[config.mk]
export PLATFORM = sky130hd
export DESIGN_NAME = execute_stage_flat
export DESIGN_NICKNAME = d
export VERILOG_FILES = /design/src/design/mips_pkg.sv /design/src/design/hazard_if.sv /design/src/design/execute_stage.sv /design/src/flat_wrapper.sv
export SDC_FILE = /design/constraint.sdc
export NUM_CORES = 1
export LEC_CHECK = 0
export BUFFER_PORTS_ARGS = -buffer_cell sky130_fd_sc_hd__buf_2
export CORE_MARGIN = 10
export CORE_UTILIZATION = 40
export CTS_CLUSTER_DIAMETER = 150
export CTS_CLUSTER_SIZE = 10
export DETAILED_ROUTE_END_ITERATION = 8
export GPL_ROUTABILITY_DRIVEN = 1
export PLACE_DENSITY = 0.64
export RECOVER_POWER = 100
export SYNTH_ARGS = -nofsm -noshare
export SYNTH_HDL_FRONTEND = slang
export SYNTH_SLANG_ARGS = --single-unit
[constraint.sdc]
create_clock -name clk -period 4.75 [get_ports clk]
set_input_delay 0 -clock clk [delete_from_list [all_inputs] [get_ports clk]]
set_output_delay 0 -clock clk [all_outputs]
set_load 0.02 [all_outputs]
[src/design/mips_pkg.sv]
package mips_pkg;

	localparam int XLEN = 32; // Data word width
	localparam int PC_W = 7; // PC counts words, not bytes
	localparam int IMEM_DEPTH = 128; // One entry per PC value
	localparam int DMEM_DEPTH = 32;
	localparam int DMEM_AW = $clog2(DMEM_DEPTH); // Low address bits used by data memory
	localparam int REG_AW = 5; // 32 architectural registers

	// Primary opcodes, standard MIPS encodings
	localparam logic [5:0] OP_RTYPE = 6'h00;
	localparam logic [5:0] OP_ADDI = 6'h08;
	localparam logic [5:0] OP_LW = 6'h23;
	localparam logic [5:0] OP_SW = 6'h2b;
	localparam logic [5:0] OP_BEQ = 6'h04;

	// R-type function field
	localparam logic [5:0] FN_ADD = 6'h20;
	localparam logic [5:0] FN_SUB = 6'h22;
	localparam logic [5:0] FN_AND = 6'h24;
	localparam logic [5:0] FN_OR = 6'h25;
	localparam logic [5:0] FN_SLT = 6'h2a;

	// Internal ALU operation, decode to execute
	localparam logic [2:0] ALU_ADD = 3'd0;
	localparam logic [2:0] ALU_SUB = 3'd1;
	localparam logic [2:0] ALU_AND = 3'd2;
	localparam logic [2:0] ALU_OR = 3'd3;
	localparam logic [2:0] ALU_SLT = 3'd4;

	// Operand source select in execute
	localparam logic [1:0] FWD_NONE = 2'd0; // Value read in decode
	localparam logic [1:0] FWD_MEM = 2'd1; // EX/MEM ALU result
	localparam logic [1:0] FWD_WB = 2'd2; // Writeback value

	typedef struct packed {
		logic [5:0] op;
		logic [4:0] rs;
		logic [4:0] rt;
		logic [4:0] rd;
		logic [4:0] shamt;
		logic [5:0] funct;
	} r_fields_t;

	typedef struct packed {
		logic [5:0] op;
		logic [4:0] rs;
		logic [4:0] rt;
		logic [15:0] imm;
	} i_fields_t;

	typedef union packed {
		r_fields_t r; // Register format view
		i_fields_t i; // Immediate format view
	} instr_u;

endpackage

[src/design/hazard_if.sv]
`timescale 1ns/1ns

interface hazard_if;

	logic [mips_pkg::REG_AW-1:0] id_rs; // Zero when decode reads no rs
	logic [mips_pkg::REG_AW-1:0] id_rt; // Zero when decode reads no rt
	logic id_uses_rt;
	logic id_is_branch;

	logic [mips_pkg::REG_AW-1:0] ex_rs; // ID/EX source fields
	logic [mips_pkg::REG_AW-1:0] ex_rt;
	logic [mips_pkg::REG_AW-1:0] ex_dst;
	logic ex_reg_write;
	logic ex_mem_to_reg; // Load in execute

	logic [mips_pkg::REG_AW-1:0] mem_dst; // EX/MEM writer
	logic mem_reg_write;
	logic [mips_pkg::REG_AW-1:0] wb_dst; // MEM/WB writer
	logic wb_reg_write;

	logic stall;
	logic [1:0] fwd_a; // Operand A source in execute
	logic [1:0] fwd_b; // Operand B source in execute

	modport decode (output id_rs, id_rt, id_uses_rt, id_is_branch, input stall);
	modport execute (output ex_rs, ex_rt, ex_dst, ex_reg_write, ex_mem_to_reg,
		input fwd_a, fwd_b);
	modport memory (output mem_dst, mem_reg_write, wb_dst, wb_reg_write);
	modport control (input id_rs, id_rt, id_uses_rt, id_is_branch,
		input ex_rs, ex_rt, ex_dst, ex_reg_write, ex_mem_to_reg,
		input mem_dst, mem_reg_write, wb_dst, wb_reg_write,
		output stall, fwd_a, fwd_b);

endinterface

[src/design/execute_stage.sv]
`timescale 1ns/1ns

module execute_stage (
	input logic clk,
	input logic reset,
	input logic enable,
	input logic [mips_pkg::XLEN-1:0] ex_data1,
	input logic [mips_pkg::XLEN-1:0] ex_data2,
	input logic [mips_pkg::XLEN-1:0] ex_imm,
	input logic [2:0] ex_alu_op,
	input logic ex_alu_src,
	input logic ex_mem_write,
	input logic [mips_pkg::REG_AW-1:0] ex_rs,
	input logic [mips_pkg::REG_AW-1:0] ex_rt,
	input logic [mips_pkg::REG_AW-1:0] ex_dst,
	input logic ex_reg_write,
	input logic ex_mem_to_reg,
	input logic [mips_pkg::XLEN-1:0] mem_alu_result,
	input logic [mips_pkg::XLEN-1:0] wb_data,
	hazard_if.execute hz,
	output logic [mips_pkg::XLEN-1:0] mem_alu_result_q,
	output logic [mips_pkg::XLEN-1:0] mem_store_data,
	output logic mem_write,
	output logic [mips_pkg::REG_AW-1:0] mem_dst,
	output logic mem_reg_write,
	output logic mem_to_reg
);

	logic [mips_pkg::XLEN-1:0] op_a; // Forwarded rs value
	logic [mips_pkg::XLEN-1:0] op_b; // Forwarded rt value
	logic [mips_pkg::XLEN-1:0] alu_b;
	logic [mips_pkg::XLEN-1:0] alu_y;

	// Hazard unit sees the ID/EX fields directly
	assign hz.ex_rs = ex_rs;
	assign hz.ex_rt = ex_rt;
	assign hz.ex_dst = ex_dst;
	assign hz.ex_reg_write = ex_reg_write;
	assign hz.ex_mem_to_reg = ex_mem_to_reg;

	always_comb begin
		case (hz.fwd_a)
			mips_pkg::FWD_MEM: op_a = mem_alu_result;
			mips_pkg::FWD_WB: op_a = wb_data;
			default: op_a = ex_data1;
		endcase
		case (hz.fwd_b)
			mips_pkg::FWD_MEM: op_b = mem_alu_result;
			mips_pkg::FWD_WB: op_b = wb_data;
			default: op_b = ex_data2;
		endcase
	end

	assign alu_b = ex_alu_src ? ex_imm : op_b; // Immediate for addi, lw, sw

	always_comb begin
		case (ex_alu_op)
			mips_pkg::ALU_SUB: alu_y = op_a - alu_b;
			mips_pkg::ALU_AND: alu_y = op_a & alu_b;
			mips_pkg::ALU_OR: alu_y = op_a | alu_b;
			mips_pkg::ALU_SLT: alu_y = {{(mips_pkg::XLEN-1){1'b0}}, $signed(op_a) < $signed(alu_b)};
			default: alu_y = op_a + alu_b;
		endcase
	end

	// EX/MEM register
	always_ff @(posedge clk) begin
		if (reset) begin
			mem_write <= 1'b0;
			mem_reg_write <= 1'b0;
			mem_to_reg <= 1'b0;
		end else if (enable) begin
			mem_write <= ex_mem_write;
			mem_reg_write <= ex_reg_write;
			mem_to_reg <= ex_mem_to_reg;
			mem_alu_result_q <= alu_y;
			mem_store_data <= op_b; // sw data after forwarding
			mem_dst <= ex_dst;
		end
	end

endmodule

[src/flat_wrapper.sv]
// flat-port wrapper written by rule: the top's interface ports become plain ports
module execute_stage_flat 
  (clk, reset, enable, ex_data1, ex_data2, ex_imm, ex_alu_op, ex_alu_src, ex_mem_write, ex_rs, ex_rt, ex_dst, ex_reg_write, ex_mem_to_reg, mem_alu_result, wb_data, mem_alu_result_q, mem_store_data, mem_write, mem_dst, mem_reg_write, mem_to_reg, hz_ex_rs, hz_ex_rt, hz_ex_dst, hz_ex_reg_write, hz_ex_mem_to_reg, hz_fwd_a, hz_fwd_b);
  hazard_if hz_i ();
  input logic clk;
  input logic reset;
  input logic enable;
  input logic [mips_pkg::XLEN-1:0] ex_data1;
  input logic [mips_pkg::XLEN-1:0] ex_data2;
  input logic [mips_pkg::XLEN-1:0] ex_imm;
  input logic [2:0] ex_alu_op;
  input logic ex_alu_src;
  input logic ex_mem_write;
  input logic [mips_pkg::REG_AW-1:0] ex_rs;
  input logic [mips_pkg::REG_AW-1:0] ex_rt;
  input logic [mips_pkg::REG_AW-1:0] ex_dst;
  input logic ex_reg_write;
  input logic ex_mem_to_reg;
  input logic [mips_pkg::XLEN-1:0] mem_alu_result;
  input logic [mips_pkg::XLEN-1:0] wb_data;
  output logic [mips_pkg::XLEN-1:0] mem_alu_result_q;
  output logic [mips_pkg::XLEN-1:0] mem_store_data;
  output logic mem_write;
  output logic [mips_pkg::REG_AW-1:0] mem_dst;
  output logic mem_reg_write;
  output logic mem_to_reg;
  output wire logic [$bits(hz_i.ex_rs)-1:0] hz_ex_rs;
  output wire logic [$bits(hz_i.ex_rt)-1:0] hz_ex_rt;
  output wire logic [$bits(hz_i.ex_dst)-1:0] hz_ex_dst;
  output wire logic [$bits(hz_i.ex_reg_write)-1:0] hz_ex_reg_write;
  output wire logic [$bits(hz_i.ex_mem_to_reg)-1:0] hz_ex_mem_to_reg;
  input wire logic [$bits(hz_i.fwd_a)-1:0] hz_fwd_a;
  input wire logic [$bits(hz_i.fwd_b)-1:0] hz_fwd_b;
  assign hz_ex_rs = hz_i.ex_rs;
  assign hz_ex_rt = hz_i.ex_rt;
  assign hz_ex_dst = hz_i.ex_dst;
  assign hz_ex_reg_write = hz_i.ex_reg_write;
  assign hz_ex_mem_to_reg = hz_i.ex_mem_to_reg;
  assign hz_i.fwd_a = hz_fwd_a;
  assign hz_i.fwd_b = hz_fwd_b;
  execute_stage u_core (.clk(clk), .reset(reset), .enable(enable), .ex_data1(ex_data1), .ex_data2(ex_data2), .ex_imm(ex_imm), .ex_alu_op(ex_alu_op), .ex_alu_src(ex_alu_src), .ex_mem_write(ex_mem_write), .ex_rs(ex_rs), .ex_rt(ex_rt), .ex_dst(ex_dst), .ex_reg_write(ex_reg_write), .ex_mem_to_reg(ex_mem_to_reg), .mem_alu_result(mem_alu_result), .wb_data(wb_data), .hz(hz_i), .mem_alu_result_q(mem_alu_result_q), .mem_store_data(mem_store_data), .mem_write(mem_write), .mem_dst(mem_dst), .mem_reg_write(mem_reg_write), .mem_to_reg(mem_to_reg));
endmodule
# After elaboration in Yosys (flattened, before gate mapping)

Cells that the tools add are included.

Flip-flop bits (word level): 72
Bits in latches: 0
Memory bits (writable): 0
Bits in read-only memories: 0
Output and inout bits: 89
Logic and storage cells: 25
Memories: 0

Add/subtract/negate cells: 2
Multiply operators: 0
Div/mod/pow operators: 0
$lt $le $gt $ge: 1
Eq/ne operators: 8
Shift operators: 0
Muxes and demuxes: 4
Bitwise gates (word level): 3
Reductions and logical operators: 1

Operators by type and width:

| operator                                            | number |
|---|---|
| one-hot mux 32 bit (2 select lines)                 | 2 |
| one-hot mux 32 bit (4 select lines)                 | 1 |
| adder 32 bit                                        | 1 |
| AND 32 bit                                          | 1 |
| less-than comparator 32 bit                         | 1 |
| two-way mux 32 bit                                  | 1 |
| OR 32 bit                                           | 1 |
| subtractor 32 bit                                   | 1 |
| equality test 3 x 2 -> 1 bit, second input constant | 2 |
| equality test 2 x 1 -> 1 bit, second input constant | 2 |
| equality test 2 bit, second input constant          | 2 |
| equality test 3 x 1 -> 1 bit, second input constant | 1 |
| equality test 3 bit, second input constant          | 1 |
| AND reduction 2 bit                                 | 1 |
| inverter 1 bit                                      | 1 |

# Logic depth before layout (Yosys ltp)

Gate-level depths: netlist of the first run.

Word-level depth: 5
Depth in mapped cells: 20
Gate-level depth less buffers: 19

# Worst setup path after synthesis of the first run

OpenSTA, ideal clock, no wires.

Kind: in2reg
Start point: input port hz_fwd_b[0]
End point: register u_core.mem_alu_result_q[30] in the netlist's numbering (data pin)
Arrival: 3755 ps
Required time: 4495 ps
Path slack: 740 ps
Cell stages on the path: 19
Path buffers: 2
Cells stage by stage: inv_1 ha_1 clkbuf_1 buf_1 nor2_1 a21oi_1 o21a_1 inv_1 ha_1 fa_1 nor2b_1 o21ai_0 o2111ai_1 a31oi_2 o31ai_2 a41o_1 a221o_1 a221o_1 and2_1

Longest elaborated chain between the ends: 5
Elaborated cells between the ends (all ways): 9
Classes of those cells: add/sub (2); eq/ne (2); mux (3); bitwise (2)

Ends and longest elaborated chain:

| what                                                                       | RTL line            | source |
|---|---|---|
| start: declaration                                                         | flat_wrapper.sv:33  | `input wire logic [$bits(hz_i.fwd_b)-1:0] hz_fwd_b;` |
| equality test 2 bit / equality test 2 x 1 -> 1 bit (equally long branches) | execute_stage.sv:47 | `case (hz.fwd_b)` |
| one-hot mux 32 bit (2 select lines) *                                      | execute_stage.sv:47 |  |
| two-way mux 32 bit *                                                       | execute_stage.sv:54 | `assign alu_b = ex_alu_src ? ex_imm : op_b;` |
| adder 32 bit (tied with other cells)                                       | execute_stage.sv:62 | `default: alu_y = op_a + alu_b;` |
| one-hot mux 32 bit (4 select lines) *                                      | execute_stage.sv:57 | `case (ex_alu_op)` |
| named net u_core.alu_y (one bit)                                           | execute_stage.sv:32 | `logic [mips_pkg::XLEN-1:0] alu_y;` |
| end signal: assignment                                                     | execute_stage.sv:76 | `mem_alu_result_q <= alu_y;` |
| end: declaration                                                           | execute_stage.sv:21 | `output logic [mips_pkg::XLEN-1:0] mem_alu_result_q,` |

The timed path passes the listed nets; every way through them passes the cells marked *.
A chain may end at the register's enable or synchronous reset.

# Final worst setup path of the first run

Start point: input port hz_fwd_b[1]
End point: register u_core.mem_alu_result_q[29] in the netlist's numbering (data pin)

The elaborated chain is that of the path after synthesis.

==> impl_metrics.env, run 1 <==
export IMPL_chipHeight_um=171
export IMPL_crit_required_ns=4.85
export IMPL_num_rows=55
export IMPL_grt_pass1_vias=10260
export IMPL_period_share_pct=90.6
export IMPL_grt_max_degree=57
export IMPL_synth_avg_cell_area_sq_um=7.47
export IMPL_track_usage_pct=24.5
export IMPL_design_area_sq_um=11400
export IMPL_cts_resized=0
export IMPL_antenna_found_initial=1
export IMPL_die_area_sq_um=29200
export IMPL_fin_nets=1778
export IMPL_setup_worst_path_start="hz_fwd_b[1]"
export IMPL_crit_path_cell_trace="clkbuf_1 -> inv_1 -> ha_1 -> buf_4 -> a22oi_1 -> nor2_1 -> a21oi_1 -> o21ai_0 -> clkbuf_1 -> ha_1 -> nor2b_1 -> nand4_1 -> nand2b_1 -> a211oi_1 -> a211oi_1 -> buf_4 -> a31oi_1 -> a221oi_1 -> a2111oi_0 -> a2bb2oi_1"
export IMPL_worst_r2r_path_depth=3
export IMPL_io_pin_count=278
export IMPL_synth_edff_count=69
export IMPL_yosysTopAreaCell="edfxtp_1"
export IMPL_end_kind="flip-flop"
export IMPL_finalSetupViolCount=0
export IMPL_r2r_end="u_core.mem_reg_write$_SDFFE_PP0P_"
export IMPL_crit_family="compound AO/OA/AOI/OAI gates"
export IMPL_fmax_ghz=0.232
export IMPL_cts_htree_levels=3
export IMPL_fp_dieW_um=171
export IMPL_wl_per_cell_um=21.1
export IMPL_path_clk_slew_ns=0.07
export IMPL_status="complete, but fails checks"
export IMPL_drtAntennaViolNets=0
export IMPL_drc=0
export IMPL_finalNonFillerCells=1780
export IMPL_grt_pass1_wl_um=56800
export IMPL_ys_ff_latch=72
export IMPL_leakage_uw=0.00512
export IMPL_cts_root_buf="clkbuf_16"
export IMPL_ys_flop_type="edfxtp_1"
export IMPL_drtPass1Iterations=7
export IMPL_area_growth_synth_to_final_pct=24.8
export IMPL_dp_cells=1718
export IMPL_final_util_pct=50.5
export IMPL_rr_startpoint="u_core.mem_reg_write$_SDFFE_PP0P_"
export IMPL_dr_total_vias=10362
export IMPL_vdd_ir_drop_max_mv=0.169
export IMPL_fin_skew_ns=0
export IMPL_synth_nets=1512
export IMPL_ys_types=75
export IMPL_place_gp_congestion=0.968
export IMPL_endpoint="u_core.mem_alu_result_q[29]$_DFFE_PP_"
export IMPL_synth_area_top_cells="edfxtp_1 (23%), ha_1 (14%), a21oi_1 (6.1%)"
export IMPL_viasPerCell=5.82
export IMPL_period_minus_slack_ns=4.31
export IMPL_drive_gt1_share_pct=17.4
export IMPL_rrSetupSlack_ns=3.56
export IMPL_finalHoldViolations=0
export IMPL_cts_tree="built"
export IMPL_power_density_nw_per_um2=289
export IMPL_ys_async_sr_fraction_pct=0
export IMPL_dp_hpwl_um=29100
export IMPL_io_buffer_count=257
export IMPL_crit_buf_inv=5
export IMPL_cp_start_kind="input port"
export IMPL_violations="max-capacitance violations, max-slew violations"
export IMPL_critical_path_cell_count=20
export IMPL_core_sq_um=22500
export IMPL_grt_setup_unrepaired="no"
export IMPL_crit_type="in -> reg"
export IMPL_critPathMaxFanout=21
export IMPL_yosysWarnings=0
export IMPL_biggestRegsByFlops="u_core.mem_alu_result_q: 32 flops, u_core.mem_store_data: 32 flops, u_core.mem_dst: 5 flops"
export IMPL_wirelength_um=37600
export IMPL_fin_setup_tns_ns=0
export IMPL_numClockSinks=72
export IMPL_arrival_ns=4.41
export IMPL_crit_path_max_incr_delay_ns=0.60
export IMPL_syn_area_sq_um=9110
export IMPL_worstMarginPinSlew_ns=2.97
export IMPL_clock_latency_ns=0.36
export IMPL_drv_slew=31
export IMPL_max_slew_margin_pct=-98.5
export IMPL_cp_slowest_cell="a31oi_1"
export IMPL_clock_path_buffers=2
export IMPL_yosysSeqAreaShare_pct=23.4
export IMPL_initial_utilization_pct=40.5
export IMPL_p_total_uw=3280
export IMPL_drv_cap=1
export IMPL_dpl_cell_area_sq_um=10800
export IMPL_synthCells=1221
export IMPL_overflow=0
export IMPL_numCtsBuffers=9
export IMPL_hold_class="in -> out"
export IMPL_synth_top_area_share_pct=22.7
export IMPL_drtIter0Drc=919
==> report_power, final <==
group	switching (uW)	internal, uW	total, uW
Sequential	20.3	792	812
Combinational	1100	638	1730
Clock	372	367	739
Total	1490	1800	3280
==> layer usage <==
metal  track usage (%)  routed length, um  up-vias
met4              10.9               1420        0
met5                 0                  0        -
met2              41.2              18100      492
met1              29.4              15000     4884
li1                  -                  -     4917
met3              5.28               3150       69
==> worst min path at each step <==
stage,depth (start not counted),startpoint,slack [ns],endpoint
final,0,ex_rs[3],0.000008,hz_ex_rs[3]
after detailed placement,0,ex_rt[0],0.0001,hz_ex_rt[0]
after floorplan,1,reset,0.07,u_core.mem_reg_write$_SDFFE_PP0P_
after global placement,0,ex_rt[0],0.0001,hz_ex_rt[0]
after global routing,0,ex_rt[2],0.00003,hz_ex_rt[2]
after CTS,0,ex_rt[0],0.0001,hz_ex_rt[0]
==> Yosys cell counts (6+ instances only) <==
library cell,count
a211oi_1,15
a21o_1,13
a21oi_1,112
a221o_1,8
a221oi_1,15
a22oi_1,68
a31oi_1,13
and2_1,7
buf_1,8
buf_4,17
clkbuf_1,71
edfxtp_1,69
ha_1,100
inv_1,140
mux2i_1,7
nand2_1,111
nand2b_1,12
nand3_1,8
nand4_1,7
nor2_1,119
nor2b_1,15
nor3_1,12
nor4_1,7
o211ai_1,6
o21a_1,37
o21ai_0,92
o21bai_1,15
o221ai_1,6
o22ai_1,24
o31ai_1,7
or2_2,6
==> cells by family after synthesis <==
logic type	after synthesis	synth area share, %
simple gates	318	15.4
mux	9	1.02
flops	72	23.4
fa+ha+maj	103	14.3
compound gates	477	35.0
xor+xnor	4	0.384
buf+inv	238	10.5
==> final cells by class <==
type	count	area [sq um]
Antenna cell	3	7.51
Clock buffer	9	225
Clock inverter	7	61.3
Fill cell	2327	11100
Inverter	141	529
Multi-Input combinational cell	911	6050
Sequential cell	72	2130
Tap cell	285	357
Timing Repair Buffer	352	2010
==> metrics by stage <==
step | worst slack, ns | hold WS (ns)
final | 0.444 | 0.00000776
after global routing | 0.0717 | 0.0000294
after CTS | 0.571 | 0.000149
after detailed placement | 0.212 | 0.000149
after global placement | 0.212 | 0.000149
after floorplan | 0.740 | 0.0724
==> what timing repair did <==
action,CTS,global route
hold buffers,43,0
buffers inserted,0,0
hold endpoints to repair,40,0
==> cell usage in the layout (no fill, tap or decap), drive strengths merged, types with 12 or more instances in the layout <==
cell / instances
buf: 215
a211oi: 16
ha: 100
a22oi: 68
o21ai: 93
nor3: 12
inv: 146
a21o: 13
o22ai: 24
a21oi: 112
a221oi: 16
clkbuf: 103
nor2b: 15
o21bai: 15
edfxtp: 69
dlygate4sd3: 43
nand2: 111
o21a: 37
a31oi: 14
nand2b: 12
nor2: 119
(Power assumes the default switching activity.)
==> inputs of run 2 (changes only) <==
--- a/config.mk
+++ b/config.mk
@@ -6,13 +6,15 @@
 export NUM_CORES = 1
 export LEC_CHECK = 0
 export BUFFER_PORTS_ARGS = -buffer_cell sky130_fd_sc_hd__buf_2
+export CELL_PAD_IN_SITES_DETAIL_PLACEMENT = 0
+export CELL_PAD_IN_SITES_GLOBAL_PLACEMENT = 1
 export CORE_MARGIN = 10
-export CORE_UTILIZATION = 40
+export CORE_UTILIZATION = 38
 export CTS_CLUSTER_DIAMETER = 150
 export CTS_CLUSTER_SIZE = 10
 export DETAILED_ROUTE_END_ITERATION = 8
 export GPL_ROUTABILITY_DRIVEN = 1
-export PLACE_DENSITY = 0.64
+export PLACE_DENSITY = 0.82
 export RECOVER_POWER = 100
 export SYNTH_ARGS = -nofsm -noshare
 export SYNTH_HDL_FRONTEND = slang
==> impl_metrics.env, run 2 (synthesis gave the netlist of run 1 again) <==
export IMPL_status="complete, but fails checks"
export IMPL_violations="max-capacitance violations, max-slew violations"
export IMPL_hold_class="in -> out"
export IMPL_crit_type="in -> reg"
export IMPL_fp_dieW_um=175
export IMPL_finalHoldViolations=0
export IMPL_area_growth_synth_to_final_pct=24.9
export IMPL_power_density_nw_per_um2=286
export IMPL_wl_per_cell_um=21.2
export IMPL_path_clk_slew_ns=0.07
export IMPL_overflow=0
export IMPL_critPathMaxFanout=20
export IMPL_drc=0
export IMPL_core_sq_um=23500
export IMPL_period_share_pct=88.7
export IMPL_track_usage_pct=23.9
export IMPL_drtAntennaViolNets=0
export IMPL_cts_root_buf="clkbuf_16"
export IMPL_place_gp_congestion=0.975
export IMPL_clock_path_buffers=2
export IMPL_final_util_pct=48.3
export IMPL_drv_slew=29
export IMPL_fin_nets=1777
export IMPL_leakage_uw=0.00511
export IMPL_num_rows=56
export IMPL_crit_required_ns=4.85
export IMPL_wirelength_um=38400
export IMPL_fin_skew_ns=0
export IMPL_drive_gt1_share_pct=17.4
export IMPL_cts_htree_levels=3
export IMPL_layout_commonest_cell="buf_2"
export IMPL_period_minus_slack_ns=4.21
export IMPL_arrival_ns=4.31
export IMPL_cp_start_kind="input port"
export IMPL_end_kind="flip-flop"
export IMPL_biggestRegsByFlops="u_core.mem_alu_result_q: 32 flops, u_core.mem_store_data: 32 flops, u_core.mem_dst: 5 flops"
export IMPL_numCtsBuffers=9
export IMPL_io_pin_count=278
export IMPL_io_buffer_count=257
export IMPL_finalSetupViolCount=0
export IMPL_fmax_ghz=0.237
export IMPL_fin_setup_tns_ns=0
export IMPL_p_total_uw=3260
export IMPL_antenna_found_initial=5
export IMPL_drtPass1Iterations=5
export IMPL_cts_tree="built"
export IMPL_worstMarginPinSlew_ns=2.56
export IMPL_dp_hpwl_um=30500
export IMPL_die_area_sq_um=30600
export IMPL_drv_cap=1
export IMPL_final_cell_mix="buf_2 (171), inv_1 (140), nor2_1 (118), a21oi_1 (112), nand2_1 (111)"
export IMPL_clock_latency_ns=0.36
export IMPL_design_area_sq_um=11400
export IMPL_numClockSinks=72
export IMPL_vdd_ir_drop_max_mv=0.150
export IMPL_grt_pass1_wl_um=58000
export IMPL_grt_setup_unrepaired="no"
export IMPL_postCtsHoldBufs=42
export IMPL_grt_max_degree=57
export IMPL_drtIter0Drc=884
export IMPL_grt_pass1_vias=10124
export IMPL_chipHeight_um=175
export IMPL_cts_resized=0
export IMPL_max_slew_margin_pct=-71.1
export IMPL_viasPerCell=5.69
export IMPL_initial_utilization_pct=38.7
export IMPL_cts_setup_buffers=0
export IMPL_dr_total_vias=10318
export IMPL_dpl_cell_area_sq_um=10800
## run 2: path summary, 6_finish.rpt
kind / slack (ns) / endpoint / from / cells past startpoint
setup / recovery: 0.54 / u_core.mem_alu_result_q[29]$_DFFE_PP_ / hz_fwd_b[0] / 19
hold / removal: 0.000008 / hz_ex_rs[0] / ex_rs[0] / 0
setup reg to reg: 3.55 / u_core.mem_write$_SDFFE_PP0P_ / u_core.mem_write$_SDFFE_PP0P_ / 3
hold reg to reg: 1.06 / u_core.mem_reg_write$_SDFFE_PP0P_ / u_core.mem_reg_write$_SDFFE_PP0P_ / 3
## run 2: final cells by class
class	instances	area, sq um
tap	319	399
clock inverter	7	61.3
fill	2485	12200
clock buffer	9	225
timing repair buffer	351	1980
antenna	4	10.0
inverter	141	529
multi-input combinational	911	6040
sequential	72	2130
## run 2: routing by layer
layer	routed length (um)	GRT usage, %	vias up	part of all wire [%]
met3	2990	4.40	92	7.8
met1	15200	28.1	4771	39
met4	1700	11.0	2	4.4
li1	-	-	4921	-
met5	13	0	-	0.034
met2	18600	41.3	532	48
## run 2: per-stage QoR
stage | hold WS [ns] | setup slack, ns | instances
2_1_floorplan | 0.0724 | 0.740 | 1221
3_3_place_gp | 0.000137 | 0.322 | 1752
3_5_place_dp | 0.000137 | 0.321 | 1752
4_1_cts | 0.000137 | 0.672 | 1810
5_1_grt | 0.0000294 | 0.233 | 1814
6_report | 0.00000777 | 0.536 | 1814
## run 2: critical path, cell delays in order
cell and delay, ns:
buf_2 0.11, inv_1 0.05, ha_2 0.34, buf_4 0.33, a22oi_1 0.14, nor2_1 0.11
a21oi_1 0.06, o21ai_0 0.29, clkbuf_1 0.28, ha_1 0.34, nor2b_1 0.17, nand4_1 0.13
nand2b_1 0.17, a211oi_1 0.19, a211oi_1 0.14, a31oi_1 0.58, a221oi_1 0.15, a2111oi_0 0.55
a2bb2oi_1 0.13
## run 2: power breakdown
group,switching (uW),internal [uW],leakage (uW)
combinational,1090,629,0.00432
clock,355,367,0.000135
sequential,20.9,792,0.000654
total,1470,1790,0.00511
==> inputs of run 3 (changes only) <==
--- a/config.mk
+++ b/config.mk
@@ -6,7 +6,7 @@
 export NUM_CORES = 1
 export LEC_CHECK = 0
 export BUFFER_PORTS_ARGS = -buffer_cell sky130_fd_sc_hd__buf_2
-export CELL_PAD_IN_SITES_DETAIL_PLACEMENT = 0
+export CELL_PAD_IN_SITES_DETAIL_PLACEMENT = 1
 export CELL_PAD_IN_SITES_GLOBAL_PLACEMENT = 1
 export CORE_MARGIN = 10
 export CORE_UTILIZATION = 38
==> impl_metrics.env, run 3 (synthesis gave the netlist of run 1 again) <==
export IMPL_critPathMaxFanout=26
export IMPL_drv_slew=29
export IMPL_period_share_pct=92.4
export IMPL_numClockSinks=72
export IMPL_clock_path_buffers=2
export IMPL_period_minus_slack_ns=4.39
export IMPL_numCtsBuffers=9
export IMPL_die_area_sq_um=30600
export IMPL_dp_cells=1752
export IMPL_violations="max-capacitance violations, max-slew violations"
export IMPL_p_switching_uw=1530
export IMPL_arrival_ns=4.49
export IMPL_leakage_uw=0.00510
export IMPL_drtAntennaViolNets=0
export IMPL_finalHoldViolations=0
export IMPL_fmax_ghz=0.228
export IMPL_hp_start="ex_rs[0]"
export IMPL_drive_gt1_share_pct=17.3
export IMPL_switching_share_pct=45.4
export IMPL_gr_usage_met1_pct=30.6
export IMPL_grt_busiest_layer="met2"
export IMPL_cts_htree_levels=3
export IMPL_area_growth_synth_to_final_pct=24.9
export IMPL_rrSetupSlack_ns=3.56
export IMPL_whs_path_depth=0
export IMPL_cp_start_kind="input port"
export IMPL_dp_hpwl_um=33300
export IMPL_fin_skew_ns=0
export IMPL_crit_required_ns=4.85
export IMPL_seq_power_share_pct=24.2
export IMPL_core_sq_um=23500
export IMPL_worst_r2r_path_depth=3
export IMPL_path_clk_slew_ns=0.08
export IMPL_dr_total_vias=10851
export IMPL_intPower_uw=1830
export IMPL_layout_commonest_cell="buf_2"
export IMPL_fin_nets=1774
export IMPL_met3_usage_pct=5.97
export IMPL_overflow=0
export IMPL_p_total_uw=3360
export IMPL_clock_latency_ns=0.37
export IMPL_io_buffer_count=257
export IMPL_num_rows=56
export IMPL_power_frac_clock_pct=22.7
export IMPL_fp_dieW_um=175
export IMPL_wirelength_um=43300
export IMPL_place_gp_congestion=0.975
export IMPL_max_slew_margin_pct=-69.7
export IMPL_setup_worst_path_start="hz_fwd_b[0]"
export IMPL_pwr_share_comb_pct=53.1
export IMPL_hold_class="in -> out"
export IMPL_track_usage_pct=27.0
export IMPL_rr_startpoint="u_core.mem_reg_write$_SDFFE_PP0P_"
export IMPL_finalSetupViolCount=0
export IMPL_final_cell_mix="buf_2 (169), inv_1 (140), nor2_1 (118), a21oi_1 (112), nand2_1 (111)"
export IMPL_initial_utilization_pct=38.7
export IMPL_finalNonFillerCells=1817
export IMPL_biggestRegsByFlops="u_core.mem_alu_result_q: 32 flops, u_core.mem_store_data: 32 flops, u_core.mem_dst: 5 flops"
export IMPL_power_density_nw_per_um2=295
export IMPL_cts_tree="built"
export IMPL_drc=0
export IMPL_drtPass1Iterations=6
export IMPL_grt_pass1_wl_um=66200
export IMPL_r2r_end="u_core.mem_reg_write$_SDFFE_PP0P_"
export IMPL_grt_pass1_vias=11359
export IMPL_vdd_ir_drop_max_mv=0.155
export IMPL_drv_cap=1
export IMPL_final_util_pct=48.4
export IMPL_grt_setup_unrepaired="no"
export IMPL_wl_per_cell_um=23.8
export IMPL_chipHeight_um=175
export IMPL_end_kind="flip-flop"
export IMPL_io_pin_count=278
export IMPL_status="complete, but fails checks"
export IMPL_viasPerCell=5.97
export IMPL_whs_endpoint="hz_ex_rs[0]"
export IMPL_crit_type="in -> reg"
export IMPL_cts_root_buf="clkbuf_16"
export IMPL_met2_usage_pct=46.6
export IMPL_grt_max_degree=57
export IMPL_fin_setup_tns_ns=0
export IMPL_cts_setup_buffers=0
export IMPL_antenna_found_initial=11
export IMPL_worstMarginPinSlew_ns=2.54
export IMPL_drtIter0Drc=921
-- run 3: critical path, cell delays in order --
cell       delay [ns]
clkbuf_1         0.11
inv_1            0.06
ha_2             0.58
buf_4            0.38
nor2_1           0.10
a21oi_1          0.23
o21a_1           0.25
ha_1             0.46
nand2_1          0.09
o21ai_0          0.47
nand2b_1         0.18
a21oi_1          0.07
a31oi_1          0.50
a221oi_1         0.17
a2111oi_0        0.66
a2bb2oi_1        0.14
-- run 3: worst max-delay path by stage --
| stage | endpoint | slack, ns | cells past startpoint |
|---|---|---|---|
| 2_1_floorplan | u_core.mem_alu_result_q[30]$_DFFE_PP_ | 0.74 | 19 |
| 6_report | u_core.mem_alu_result_q[29]$_DFFE_PP_ | 0.36 | 16 |
| 5_1_grt | u_core.mem_alu_result_q[30]$_DFFE_PP_ | 0.11 | 17 |
| 3_5_place_dp | u_core.mem_alu_result_q[18]$_DFFE_PP_ | 0.24 | 21 |
| 4_1_cts | u_core.mem_alu_result_q[18]$_DFFE_PP_ | 0.60 | 21 |
| 3_3_place_gp | u_core.mem_alu_result_q[18]$_DFFE_PP_ | 0.32 | 21 |
-- run 3: layout make-up --
class                   count  area, sq um
fillers                  3137        12200
multi-input cells         911         6050
flip-flops and latches     72         2130
repair buffers            348         1950
inverters                 141          529
well taps                 319          399
clock buffers               9          225
clock inverters             7         78.8
diodes                     10         25.0
-- run 3: metrics by stage --
stage | worst slack [ns] | hold WS, ns | instance area (sq um)
floorplan | 0.740 | 0.0724 | 9110
global placement | 0.322 | 0.000137 | 10800
detailed placement | 0.244 | 0.000137 | 10800
CTS | 0.595 | 0.000137 | 11500
global route | 0.110 | 0.0000294 | 11400
finish | 0.359 | 0.00000777 | 11400
-- run 3: timing repair --
item / CTS / global route
hold buffers: 39 / 0
resized for setup: 0 / 0
endpoints found under the hold margin: 37 / 0
-- run 3: metal layers --
layer,share of wire (%),up-vias
li1,-,4912
met1,38,5268
met2,49,522
met3,7.0,147
met4,5.4,2
met5,0.032,-
-- run 3: power groups by stage --
stage / Sequential (uW) / Combinational [uW] / Clock (uW)
finish: 814 / 1780 / 762
global placement: 823 / 1690 / 0
detailed placement: 824 / 1730 / 0
global route: 821 / 1940 / 792
CTS: 810 / 1770 / 763
floorplan: 907 / 1040 / 0
